===== src/verilog/car_pkg.sv =====
`default_nettype none

package car_pkg;

    localparam int POS_W = 11;

    // Heading codes.
    localparam logic [1:0] DIR_DOWN  = 2'd0;
    localparam logic [1:0] DIR_RIGHT = 2'd1;
    localparam logic [1:0] DIR_UP    = 2'd2;
    localparam logic [1:0] DIR_LEFT  = 2'd3;

    // One-hot arrow keys.
    localparam logic [3:0] KEY_UP    = 4'b0001;
    localparam logic [3:0] KEY_DOWN  = 4'b0010;
    localparam logic [3:0] KEY_LEFT  = 4'b0100;
    localparam logic [3:0] KEY_RIGHT = 4'b1000;

    // Hitbox offsets from the car origin, same on both axes.
    localparam int HIT_LO = 20;
    localparam int HIT_HI = 43;

    localparam int SCREEN_W = 1024;
    localparam int SCREEN_H = 768;
    localparam int TILE     = 16;

    // Hitbox start must stay at or above LO, hitbox end at or below HI.
    localparam int WALL_X_LO = 3 * TILE;
    localparam int WALL_X_HI = SCREEN_W - TILE;
    localparam int WALL_Y_LO = TILE;
    localparam int WALL_Y_HI = SCREEN_H - TILE;

    localparam int START_X = 300;
    localparam int START_Y = 70;

    // Track rectangles. X0/Y0 are the minimum hitbox end,
    // X1/Y1 the maximum hitbox start.
    localparam int TRACK_N = 18;

    localparam logic [POS_W-1:0] TRACK_X0 [TRACK_N] = '{
        110, 786, 625, 625, 206, 182, 208, 270, 304,
        824, 268, 262, 235, 200, 172, 141,  86,  56
    };
    localparam logic [POS_W-1:0] TRACK_Y0 [TRACK_N] = '{
         70,  85, 260, 335, 356, 372, 500, 478, 506,
        594, 666, 640, 608, 568, 535, 502, 560,  84
    };
    localparam logic [POS_W-1:0] TRACK_X1 [TRACK_N] = '{
        825, 880, 788, 702, 625, 270, 270, 304, 948,
        948, 824, 300, 268, 235, 200, 172, 141, 141
    };
    localparam logic [POS_W-1:0] TRACK_Y1 [TRACK_N] = '{
        143, 335, 335, 430, 430, 500, 555, 594, 594,
        750, 750, 675, 746, 707, 674, 642, 614, 560
    };

endpackage

`default_nettype wire


===== src/verilog/axis_speed.sv =====
`timescale 1ns/1ps
`default_nettype none

module axis_speed #(
    parameter int DELAY_W      = 24,
    parameter int DELAY_MIN    = 160000,
    parameter int DELAY_STEP   = 2000,
    parameter int DELAY_SLOWED = 490000,
    parameter int DELAY_MAX    = 500000
) (
    input  logic pclk,
    input  logic rst,
    input  logic held,
    input  logic on_track,
    output logic step
);

    logic [DELAY_W-1:0] timer;
    logic [DELAY_W-1:0] delay;
    logic [DELAY_W-1:0] target;
    logic               expire;

    assign expire = (timer >= delay);
    assign target = on_track ? DELAY_W'(DELAY_MIN) : DELAY_W'(DELAY_SLOWED);

    // At DELAY_MAX the axis is at rest.
    assign step = expire && (delay < DELAY_W'(DELAY_MAX));

    always_ff @(posedge pclk)
    begin
        if (rst)
        begin
            timer <= '0;
            delay <= DELAY_W'(DELAY_MAX);
        end
        else if (!expire)
        begin
            timer <= timer + 1'b1;
        end
        else
        begin
            timer <= '0;
            if (held)
            begin
                // Ramp toward the surface target.
                if (delay > target)
                begin
                    delay <= delay - DELAY_W'(DELAY_STEP);
                end
                else if (delay < target)
                begin
                    delay <= delay + DELAY_W'(DELAY_STEP);
                end
            end
            else if (delay < DELAY_W'(DELAY_MAX))
            begin
                delay <= delay + DELAY_W'(DELAY_STEP); // Coast down.
            end
        end
    end

    a_delay_max: assert property (
        @(posedge pclk) disable iff (rst)
        delay <= DELAY_W'(DELAY_MAX)
    );

    a_timer_bound: assert property (
        @(posedge pclk) disable iff (rst)
        {1'b0, timer} <= ({1'b0, delay} + 1'b1)
    );

endmodule

`default_nettype wire


===== src/verilog/car_ctl.sv =====
`timescale 1ns/1ps
`default_nettype none

module car_ctl #(
    parameter int DELAY_MIN    = 160000,
    parameter int DELAY_STEP   = 2000,
    parameter int DELAY_SLOWED = 490000,
    parameter int DELAY_MAX    = 500000,
    parameter int DELAY_W      = 24
) (
    input  logic                      pclk,
    input  logic                      rst,
    input  logic [3:0]                key,
    output logic [car_pkg::POS_W-1:0] xpos,
    output logic [car_pkg::POS_W-1:0] ypos,
    output logic [1:0]                move_dir
);

    logic x_held;
    logic y_held;
    logic x_dec;
    logic x_inc;
    logic y_dec;
    logic y_inc;
    logic on_track;
    logic x_step;
    logic y_step;

    key_decoder key_decoder_inst (
        .pclk     (pclk),
        .rst      (rst),
        .key      (key),
        .move_dir (move_dir),
        .x_held   (x_held),
        .y_held   (y_held),
        .x_dec    (x_dec),
        .x_inc    (x_inc),
        .y_dec    (y_dec),
        .y_inc    (y_inc)
    );

    axis_speed #(
        .DELAY_W      (DELAY_W),
        .DELAY_MIN    (DELAY_MIN),
        .DELAY_STEP   (DELAY_STEP),
        .DELAY_SLOWED (DELAY_SLOWED),
        .DELAY_MAX    (DELAY_MAX)
    ) x_speed (
        .pclk     (pclk),
        .rst      (rst),
        .held     (x_held),
        .on_track (on_track),
        .step     (x_step)
    );

    axis_speed #(
        .DELAY_W      (DELAY_W),
        .DELAY_MIN    (DELAY_MIN),
        .DELAY_STEP   (DELAY_STEP),
        .DELAY_SLOWED (DELAY_SLOWED),
        .DELAY_MAX    (DELAY_MAX)
    ) y_speed (
        .pclk     (pclk),
        .rst      (rst),
        .held     (y_held),
        .on_track (on_track),
        .step     (y_step)
    );

    track_surface_map track_surface_map_inst (
        .xpos     (xpos),
        .ypos     (ypos),
        .on_track (on_track)
    );

    position_tracker position_tracker_inst (
        .pclk   (pclk),
        .rst    (rst),
        .x_step (x_step),
        .y_step (y_step),
        .x_dec  (x_dec),
        .x_inc  (x_inc),
        .y_dec  (y_dec),
        .y_inc  (y_inc),
        .xpos   (xpos),
        .ypos   (ypos)
    );

endmodule

`default_nettype wire


===== src/verilog/key_decoder.sv =====
`timescale 1ns/1ps
`default_nettype none

module key_decoder (
    input  logic       pclk,
    input  logic       rst,
    input  logic [3:0] key,
    output logic [1:0] move_dir,
    output logic       x_held,
    output logic       y_held,
    output logic       x_dec,
    output logic       x_inc,
    output logic       y_dec,
    output logic       y_inc
);
    import car_pkg::*;

    logic [1:0] prev_dir;
    logic [1:0] key_dir;
    logic       key_valid;

    // Only a clean one-hot word counts as a press.
    always_comb
    begin
        key_valid = 1'b1;
        key_dir   = move_dir;
        case (key)
            KEY_UP:    key_dir = DIR_UP;
            KEY_DOWN:  key_dir = DIR_DOWN;
            KEY_LEFT:  key_dir = DIR_LEFT;
            KEY_RIGHT: key_dir = DIR_RIGHT;
            default:   key_valid = 1'b0;
        endcase
    end

    assign x_held = (key == KEY_LEFT) || (key == KEY_RIGHT);
    assign y_held = (key == KEY_UP) || (key == KEY_DOWN);

    always_ff @(posedge pclk)
    begin
        if (rst)
        begin
            move_dir <= DIR_RIGHT;
            prev_dir <= DIR_RIGHT;
        end
        else if (key_valid && (key_dir != move_dir))
        begin
            prev_dir <= move_dir; // Old heading keeps the momentum.
            move_dir <= key_dir;
        end
    end

    // Momentum: an axis follows the old heading until the opposite key.
    assign x_dec = (move_dir == DIR_LEFT) ||
                   ((prev_dir == DIR_LEFT) && (move_dir != DIR_RIGHT));
    assign x_inc = !x_dec &&
                   ((move_dir == DIR_RIGHT) ||
                    ((prev_dir == DIR_RIGHT) && (move_dir != DIR_LEFT)));
    assign y_dec = (move_dir == DIR_UP) ||
                   ((prev_dir == DIR_UP) && (move_dir != DIR_DOWN));
    assign y_inc = !y_dec &&
                   ((move_dir == DIR_DOWN) ||
                    ((prev_dir == DIR_DOWN) && (move_dir != DIR_UP)));

    a_prev_differs: assert property (
        @(posedge pclk) disable iff (rst)
        $changed(move_dir) |-> (prev_dir != move_dir)
    );

endmodule

`default_nettype wire


===== src/verilog/position_tracker.sv =====
`timescale 1ns/1ps
`default_nettype none

module position_tracker (
    input  logic                      pclk,
    input  logic                      rst,
    input  logic                      x_step,
    input  logic                      y_step,
    input  logic                      x_dec,
    input  logic                      x_inc,
    input  logic                      y_dec,
    input  logic                      y_inc,
    output logic [car_pkg::POS_W-1:0] xpos,
    output logic [car_pkg::POS_W-1:0] ypos
);
    import car_pkg::*;

    localparam int EXT_W = POS_W + 1;

    logic [EXT_W-1:0] x_ext;
    logic [EXT_W-1:0] y_ext;
    logic             x_lo_ok;
    logic             x_hi_ok;
    logic             y_lo_ok;
    logic             y_hi_ok;

    assign x_ext = {1'b0, xpos};
    assign y_ext = {1'b0, ypos};

    // A step back is allowed if the hitbox start stays on the wall or inside.
    // Position 0 never steps back.
    assign x_lo_ok = (xpos != '0) && ((x_ext + EXT_W'(HIT_LO)) > EXT_W'(WALL_X_LO));
    assign y_lo_ok = (ypos != '0) && ((y_ext + EXT_W'(HIT_LO)) > EXT_W'(WALL_Y_LO));

    // Same for the hitbox end going forward.
    assign x_hi_ok = (x_ext + EXT_W'(HIT_HI)) < EXT_W'(WALL_X_HI);
    assign y_hi_ok = (y_ext + EXT_W'(HIT_HI)) < EXT_W'(WALL_Y_HI);

    always_ff @(posedge pclk)
    begin
        if (rst)
        begin
            xpos <= POS_W'(START_X);
            ypos <= POS_W'(START_Y);
        end
        else
        begin
            if (x_step)
            begin
                if (x_dec && x_lo_ok)
                begin
                    xpos <= xpos - 1'b1;
                end
                else if (x_inc && x_hi_ok)
                begin
                    xpos <= xpos + 1'b1;
                end
            end
            if (y_step)
            begin
                if (y_dec && y_lo_ok)
                begin
                    ypos <= ypos - 1'b1;
                end
                else if (y_inc && y_hi_ok)
                begin
                    ypos <= ypos + 1'b1;
                end
            end
        end
    end

    a_inside_walls: assert property (
        @(posedge pclk) disable iff (rst)
        ((x_ext + EXT_W'(HIT_LO)) >= EXT_W'(WALL_X_LO)) &&
        ((x_ext + EXT_W'(HIT_HI)) <= EXT_W'(WALL_X_HI)) &&
        ((y_ext + EXT_W'(HIT_LO)) >= EXT_W'(WALL_Y_LO)) &&
        ((y_ext + EXT_W'(HIT_HI)) <= EXT_W'(WALL_Y_HI))
    );

endmodule

`default_nettype wire


===== src/verilog/track_surface_map.sv =====
`timescale 1ns/1ps
`default_nettype none

module track_surface_map (
    input  logic [car_pkg::POS_W-1:0] xpos,
    input  logic [car_pkg::POS_W-1:0] ypos,
    output logic                      on_track
);
    import car_pkg::*;

    logic [POS_W-1:0]   x_start;
    logic [POS_W-1:0]   x_end;
    logic [POS_W-1:0]   y_start;
    logic [POS_W-1:0]   y_end;
    logic [TRACK_N-1:0] hit;

    // Walls keep the hitbox well inside the coordinate range.
    assign x_start = xpos + POS_W'(HIT_LO);
    assign x_end   = xpos + POS_W'(HIT_HI);
    assign y_start = ypos + POS_W'(HIT_LO);
    assign y_end   = ypos + POS_W'(HIT_HI);

    // Overlap with any rectangle counts as track.
    always_comb
    begin
        for (int i = 0; i < TRACK_N; i++)
        begin
            hit[i] = (x_end >= TRACK_X0[i]) &&
                     (y_end >= TRACK_Y0[i]) &&
                     (x_start <= TRACK_X1[i]) &&
                     (y_start <= TRACK_Y1[i]);
        end
    end

    assign on_track = |hit;

endmodule

`default_nettype wire

===== config.mk =====
export PLATFORM = sky130hd
export DESIGN_NAME = car_ctl
export DESIGN_NICKNAME = d
export VERILOG_FILES = /design/src/verilog/car_pkg.sv /design/src/verilog/axis_speed.sv /design/src/verilog/car_ctl.sv /design/src/verilog/key_decoder.sv /design/src/verilog/position_tracker.sv /design/src/verilog/track_surface_map.sv
export SDC_FILE = /design/constraint.sdc
export NUM_CORES = 1
export LEC_CHECK = 0
export BUFFER_PORTS_ARGS = -buffer_cell sky130_fd_sc_hd__buf_2
export CORE_MARGIN = 3
export CORE_UTILIZATION = 40
export CTS_BUF_LIST = sky130_fd_sc_hd__clkbuf_4 sky130_fd_sc_hd__clkbuf_8
export DETAILED_ROUTE_END_ITERATION = 8
export SLEW_MARGIN = 5
export SYNTH_ARGS = -nofsm -noshare
export SYNTH_HDL_FRONTEND = slang
export SYNTH_HIERARCHICAL = 1
export SYNTH_SLANG_ARGS = --single-unit

===== constraint.sdc =====
create_clock -name pclk -period 15.3 [get_ports pclk]
set_input_delay 0 -clock pclk [delete_from_list [all_inputs] [get_ports pclk]]
set_output_delay 0 -clock pclk [all_outputs]
set_load 0.01 [all_outputs]

Word level (Yosys, flattened, before mapping)

Cells that the tools add are included.

$add $sub $neg: 18
Multiply operators: 0
Divide/modulo/power cells: 0
Order comparisons: 76
Equal/unequal tests: 16
Shifts and indexed selects: 0
Muxes and demuxes: 15
Bitwise operators: 0
Reductions and logical operators: 94

Operator list:

| operator                                                         | number |
|---|---|
| 2-to-1 mux 24 bit                                                | 8 |
| less-or-equal comparator 11 x 10 -> 1 bit, second input constant | 17 |
| >= comparator 11 x 9 -> 1 bit, second input constant             | 12 |
| >= comparator 11 x 10 -> 1 bit, second input constant            | 10 |
| >= comparator 11 x 8 -> 1 bit, second input constant             | 7 |
| less-or-equal comparator 11 x 9 -> 1 bit, second input constant  | 7 |
| logical AND 1 bit                                                | 69 |
| >= comparator 11 x 7 -> 1 bit, second input constant             | 5 |
| less-or-equal comparator 11 x 8 -> 1 bit, second input constant  | 5 |
| adder 24 x 1 -> 24 bit, second input constant                    | 2 |
| adder 24 x 11 -> 24 bit, second input constant                   | 2 |
| >= comparator 24 bit                                             | 2 |
| > comparator 24 bit                                              | 2 |
| < comparator 24 x 19 -> 1 bit, second input constant             | 2 |
| < comparator 24 bit                                              | 2 |
| subtractor 24 x 11 -> 24 bit, second input constant              | 2 |
| 2-to-1 mux 11 bit                                                | 4 |
| adder 11 x 5 -> 12 bit, second input constant                    | 2 |
| adder 11 x 6 -> 12 bit, second input constant                    | 2 |
| < comparator 12 x 10 -> 1 bit, second input constant             | 2 |
| adder 11 x 1 -> 11 bit, second input constant                    | 2 |
| adder 11 x 5 -> 11 bit, second input constant                    | 2 |
| adder 11 x 6 -> 11 bit, second input constant                    | 2 |
| nonzero test 11 bit                                              | 2 |
| other kinds (26)                                                 | 47 |

Register bits after elaboration: 122
Latch bits: 0
Bits in writable memories: 0
Memory bits (read-only): 0
Output and inout bits: 24
Logic and storage cells: 227
Memories kept: 0

Longest topological paths before layout

Word-level depth: 11
Gate-level depth with buffers: 25

By module

Netlist, hierarchy kept.

Modules (own cells, without submodules):

| module            | times used | cells each | area each (sq um) | seq. area each (sq um) |
|---|---|---|---|---|
| axis_speed        | 2          | 388        | 3,114.2           | 880.8 |
| track_surface_map | 1          | 530        | 3,384.5           | 0.0 |
| position_tracker  | 1          | 198        | 1,720.4           | 440.4 |
| key_decoder       | 1          | 44         | 347.8             | 80.1 |

Worst setup path before layout

No wires, ideal clock.

Kind: flip-flop to flip-flop
From: reg position_tracker_inst/ypos[2] in the netlist's numbering
To: reg x_speed.delay[21]
Library setup time: 0.123 ns
Data arrival time: 5.561 ns
Slack: 9.616 ns
Cell stages (with the launch flop): 23
Buffers on the path: 4
Cell sequence: dfxtp_1 > buf_2 > clkbuf_1 > inv_1 > ha_1 > clkbuf_1 > nand3_1 > or4_1 > a2bb2oi_1 > or4_1 > o211ai_1 > and4b_1 > nand4_1 > inv_1 > ha_1 > nand4b_1 > nor4_1 > a21boi_4 > a21o_1 > buf_6 > or3_1 > a21oi_1 > mux2_1

Cells in the longest elaborated chain, start to end: 10

RTL lines:

| what                                                                                        | RTL line                           | source |
|---|---|---|
| start, declared                                                                             | position_tracker.sv:14             | `output logic [car_pkg::POS_W-1:0] ypos` |
| start signal, assigned                                                                      | position_tracker.sv:44             | `ypos <= POS_W'(START_Y);` |
| start signal, assigned                                                                      | position_tracker.sv:63             | `ypos <= ypos - 1'b1;` |
| start signal, assigned                                                                      | position_tracker.sv:67             | `ypos <= ypos + 1'b1;` |
| adder 11 x 6 -> 11 bit                                                                      | track_surface_map.sv:21            | `assign y_end = ypos + POS_W'(HIT_HI);` |
| >= comparator 11 x 7 -> 1 bit, or another cell as far along                                 | track_surface_map.sv:29            | `(y_end >= TRACK_Y0[i]) &&` |
| logical AND 1 bit                                                                           | track_surface_map.sv:28            | `hit[i] = (x_end >= TRACK_X0[i]) &&` |
| logical AND 1 bit                                                                           | track_surface_map.sv:29            |  |
| logical AND 1 bit                                                                           | track_surface_map.sv:30            | `(x_start <= TRACK_X1[i]) &&` |
| OR reduction 18 bit (*)                                                                     | track_surface_map.sv:35            | `assign on_track = \|hit;` |
| net on_track                                                                                | car_ctl.sv:25                      | `logic on_track;` |
| 2-to-1 mux 19 bit (*)                                                                       | axis_speed.sv:24                   | `assign target = on_track ? DELAY_W'(DELAY_MIN) : DELAY_W'(DELAY_SLOWED);` |
| < comparator 24 bit / > comparator 24 bit (equally long branches)                           | axis_speed.sv:50, axis_speed.sv:46 |  |
| inequality test 3 x 1 -> 1 bit (no source line) / 2-to-1 mux 24 bit (equally long branches) | --                                 |  |
| AND reduction 3 bit (no source line) / 2-to-1 mux 24 bit (equally long branches)            | --                                 |  |
| end signal, assigned                                                                        | axis_speed.sv:48                   | `delay <= delay - DELAY_W'(DELAY_STEP);` |
| end signal, assigned                                                                        | axis_speed.sv:52                   | `delay <= delay + DELAY_W'(DELAY_STEP);` |
| end signal, assigned                                                                        | axis_speed.sv:57                   | `delay <= delay + DELAY_W'(DELAY_STEP);` |
| end, declared                                                                               | axis_speed.sv:19                   | `logic [DELAY_W-1:0] delay;` |

The timed path passes the listed nets; every way through them passes the cells marked *.
A chain may end at the register's enable or synchronous reset.

Worst setup path in the final report

From: reg position_tracker_inst/ypos[1] in the netlist's numbering
To: reg y_speed.delay[17]

Cells in the longest elaborated chain, start to end: 10

RTL lines:

| what                                                                                        | RTL line |
|---|---|
| adder 11 x 6 -> 11 bit                                                                      | track_surface_map.sv:21 |
| >= comparator 11 x 7 -> 1 bit, or another cell as far along                                 | track_surface_map.sv:29 |
| logical AND 1 bit                                                                           | track_surface_map.sv:28 |
| logical AND 1 bit                                                                           | track_surface_map.sv:29 |
| logical AND 1 bit                                                                           | track_surface_map.sv:30 |
| OR reduction 18 bit (*)                                                                     | track_surface_map.sv:35 |
| net on_track                                                                                | car_ctl.sv:25 |
| 2-to-1 mux 19 bit (*)                                                                       | axis_speed.sv:24 |
| < comparator 24 bit / > comparator 24 bit (equally long branches)                           | axis_speed.sv:50, axis_speed.sv:46 |
| inequality test 3 x 1 -> 1 bit (no source line) / 2-to-1 mux 24 bit (equally long branches) | -- |
| AND reduction 3 bit (no source line) / 2-to-1 mux 24 bit (equally long branches)            | -- |
| end signal, assigned                                                                        | axis_speed.sv:48 |
| end signal, assigned                                                                        | axis_speed.sv:52 |
| end signal, assigned                                                                        | axis_speed.sv:57 |
| end, declared                                                                               | axis_speed.sv:19 |

Marks and branches as above.

==> results.yml <==
status:
  outcome: "complete, no violations"
detailed_routing:
  drtAntennaViolNets: 0
  viasPerCell: 5.87
  num_vias: 11400
  wl_per_cell_um: 16.8
  drtIter0Drc: 925
  drc: 0
  routed_wl_um: 32600
  drt_pass1_iterations: 6
yosys:
  synthFlopType: "dfxtp_1"
  yosysWarnings: 6
  synth_area_leaders: "dfxtp_1 20%, ha_1 10%, nor2_1 6.0%"
  synth_cell_types: 101
  synth_edf_count: 0
  syn_nets: 1651
  synthArstFlopShare_pct: 0
  synth.largest_area_cell: "dfxtp_1"
  syn_area_per_cell_sq_um: 7.55
  syn_inst: 1548
  synth_area_sq_um: 11700
  synth_seq_area_share_pct: 19.5
  ys_seq_elements: 114
  synth_top_area_share_pct: 19.5
placement:
  dpl-instance-area_sq_um: 12000
  io_buffers: 29
  place_congestion: 0.946
  post-place-ws_ns: 8.26
  dp_hpwl_um: 23700
  dp.cells: 1899
setup_path:
  cpMaxStageDelayCell: "dfxtp_1"
  crit_path_end_kind: "flip-flop"
  r2r_setup_slack_ns: 8.25
  cp_data_arrival_time_ns: 7.39
  path_common_cell: "nor4_1"
  cp_max_fo: 20
  crit_buf_inv: 1
  crit_chain: "inv_1, ha_1, nand2b_1, a2111oi_4, xnor2_1, nand2_1, nor3_1, nor2b_1, nor4_1, nor4_1, nand4_1, ha_1, nand4b_1, nor4_1, and4_1, a21o_1, mux2_2, o21ai_1, or3b_1"
  worstSetupPathType: "reg -> reg"
  start_kind: "flip-flop"
  crit_family: "simple AND/OR/NAND/NOR gates"
  critical_path.max_stage_delay_ns: 0.77
  critPathRequiredTime_ns: 15.63
die:
  die_w_um: 177
  die_area_sq_um: 31300
  fp-row-count: 61
  start_util_pct: 41.3
  num_io_pins: 30
  core-area_sq_um: 28300
  die_y_um: 177
finish:
  antenna_cells: 0
  mostFrequentLayoutCell: "nor2_1"
  fin_cells: 1934
  layout.cells.most_common_list: "188 x nor2_1, 114 x dfxtp_1, 109 x a21oi_1, 101 x nand2_1, 95 x ha_1"
  fin_area_sq_um: 12500
  drive_gt1_share_pct: 7.52
  syn2layout_area_growth_pct: 6.93
  num-nets-final: 1646
  n_fill_cell: 2863
  fin_util_pct: 44.1
timing:
  setup_tns_ns: 0
  finalCritPeriodShare_pct: 46.1
  relSlewSlack_pct: 26.8
  hold_viol: 0
  worst_slack_ns: 8.25
  slew_violations: 0
  max_freq_ghz: 0.142
  rsz0062_at_grt: "no"
  hold_slack_ns: 0.211
  setup_viol: 0
  finClkSkew_ns: 0.0273
  fin_crit_ns: 7.05
  tightestPinTransition_ns: 1.09
grt:
  antenna_found_initial: 0
  track_usage_pct: 20.6
  grt_pass1_vias: 10400
  grt_overflow: 0
  grt_pass1_wl_um: 53800
  grt_start_max_net_pins: 83
cts:
  cts-htree-levels: 4
  clock_tree.buffer_depth: 2
  cts_setup_buffers: 0
  cts_sinks: 114
  cts_tree: "built"
  clockRootBuffer: "clkbuf_8"
  clk_latency_ns: 0.47
  cts_buffers: 17
  clk_pin_slew_ns: 0.10
power_and_ir_drop:
  seqPwrFrac_pct: 44.0
  netSwitchingPower_uw: 170
  comb_power_share_pct: 6.1
  power_uw: 685
  p_int_uw: 515
  power-per-cell-area_nw_per_um2: 54.8
  ir_drop_mv: 0.0545
  sw_frac_of_total_pct: 24.8
  p_leak_nw: 4.97
  clock_power_share_pct: 49.9
run:
  cap_violations: 0
hold_path:
  worstHoldPathType: "in -> reg"
==> layer usage <==
metal / up-vias / global-route usage, % / wire, um
met5: - / 0 / 0
met4: 0 / 4.71 / 377
met3: 32 / 2.90 / 1470
met2: 294 / 32.6 / 14300
met1: 5362 / 29.7 / 16400
li1: 5665 / - / -
==> flip-flops by register name (all words and copies together) (netlist names) <==
| register | count |
|---|---|
| x_speed/timer | 24 |
| position_tracker_inst/ypos | 11 |
| y_speed/timer | 24 |
| y_speed/delay | 20 |
| key_decoder_inst/prev_dir | 2 |
| position_tracker_inst/xpos | 11 |
| key_decoder_inst/move_dir | 2 |
| x_speed/delay | 20 |
==> cell type report <==
type,count,area (sq um),share of cell area (%)
Clock buffer,19,255,2.04
Tap cell,378,473,3.79
Multi-Input combinational cell,1291,8730,69.9
Clock inverter,13,208,1.66
Timing Repair Buffer,43,258,2.06
Sequential cell,114,2280,18.3
Inverter,76,285,2.28
==> cells in the mapped netlist, types with 7 or more instances <==
| cell type | number |
|---|---|
| and2_1 | 17 |
| nor2_1 | 188 |
| nand2b_1 | 14 |
| nor3b_1 | 9 |
| o21a_1 | 11 |
| a21o_1 | 10 |
| nor3_1 | 57 |
| or4_1 | 7 |
| nand3b_1 | 10 |
| o21ai_0 | 65 |
| or3_1 | 25 |
| nand4_1 | 32 |
| a211oi_1 | 10 |
| nor2b_1 | 22 |
| nand2_1 | 101 |
| mux2i_1 | 35 |
| clkbuf_1 | 34 |
| nor4_1 | 14 |
| buf_2 | 13 |
| dfxtp_1 | 114 |
| o31ai_1 | 7 |
| mux2_1 | 12 |
| or3b_1 | 8 |
| o22ai_1 | 8 |
| a31oi_1 | 23 |
| ha_1 | 95 |
| xor2_1 | 44 |
| a21oi_1 | 109 |
| buf_6 | 13 |
| xnor2_1 | 63 |
| nand3_1 | 65 |
| a211o_1 | 10 |
| o211ai_1 | 12 |
| and4_1 | 16 |
| and3_1 | 22 |
| o21ai_1 | 25 |
| inv_1 | 76 |
==> cells by family (layout without fill, tap and decap cells) <==
group | count (synthesis) | after routing | share of synthesized area, %
flops | 114 | 114 | 19.5
xor+xnor | 109 | 109 | 8.30
mux | 51 | 51 | 4.54
buf+inv | 143 | 151 | 5.73
compound gates | 394 | 394 | 23.1
fa+ha+maj | 97 | 97 | 10.5
simple gates | 640 | 640 | 28.3
==> repair_timing <==
item | 4_1_cts | 5_1_grt
resized for setup | 0 | 0
hold endpoints to repair | 3 | 0
hold buffers | 3 | 0
==> tightest hold or removal path: stages <==
cell and delay [ns]:
buf_2 0.21, nor3_1 0.22, o21ai_0 0.19
==> final timing paths <==
check | cells past startpoint | to | from
max | 19 | y_speed/delay[17]$_SDFFE_PP1P_ | position_tracker_inst/ypos[1]$_SDFFE_PP1P_
min | 3 | key_decoder_inst/move_dir[0]$_SDFFE_PP1P_ | key[3]
max reg2reg | 19 | y_speed/delay[17]$_SDFFE_PP1P_ | position_tracker_inst/ypos[1]$_SDFFE_PP1P_
min reg2reg | 1 | x_speed/timer[0]$_SDFF_PP0_ | x_speed/timer[0]$_SDFF_PP0_
==> power groups by stage <==
stage | Combinational, mW | Clock, mW | Sequential [mW]
finish | 0.0420 | 0.342 | 0.301
detailed placement | 0.0412 | 0 | 0.308
global placement | 0.0407 | 0 | 0.308
global route | 0.0471 | 0.363 | 0.301
floorplan | 0.0336 | 0 | 0.307
CTS | 0.0421 | 0.352 | 0.301
Note: power is estimated with default switching activity, not from simulation.
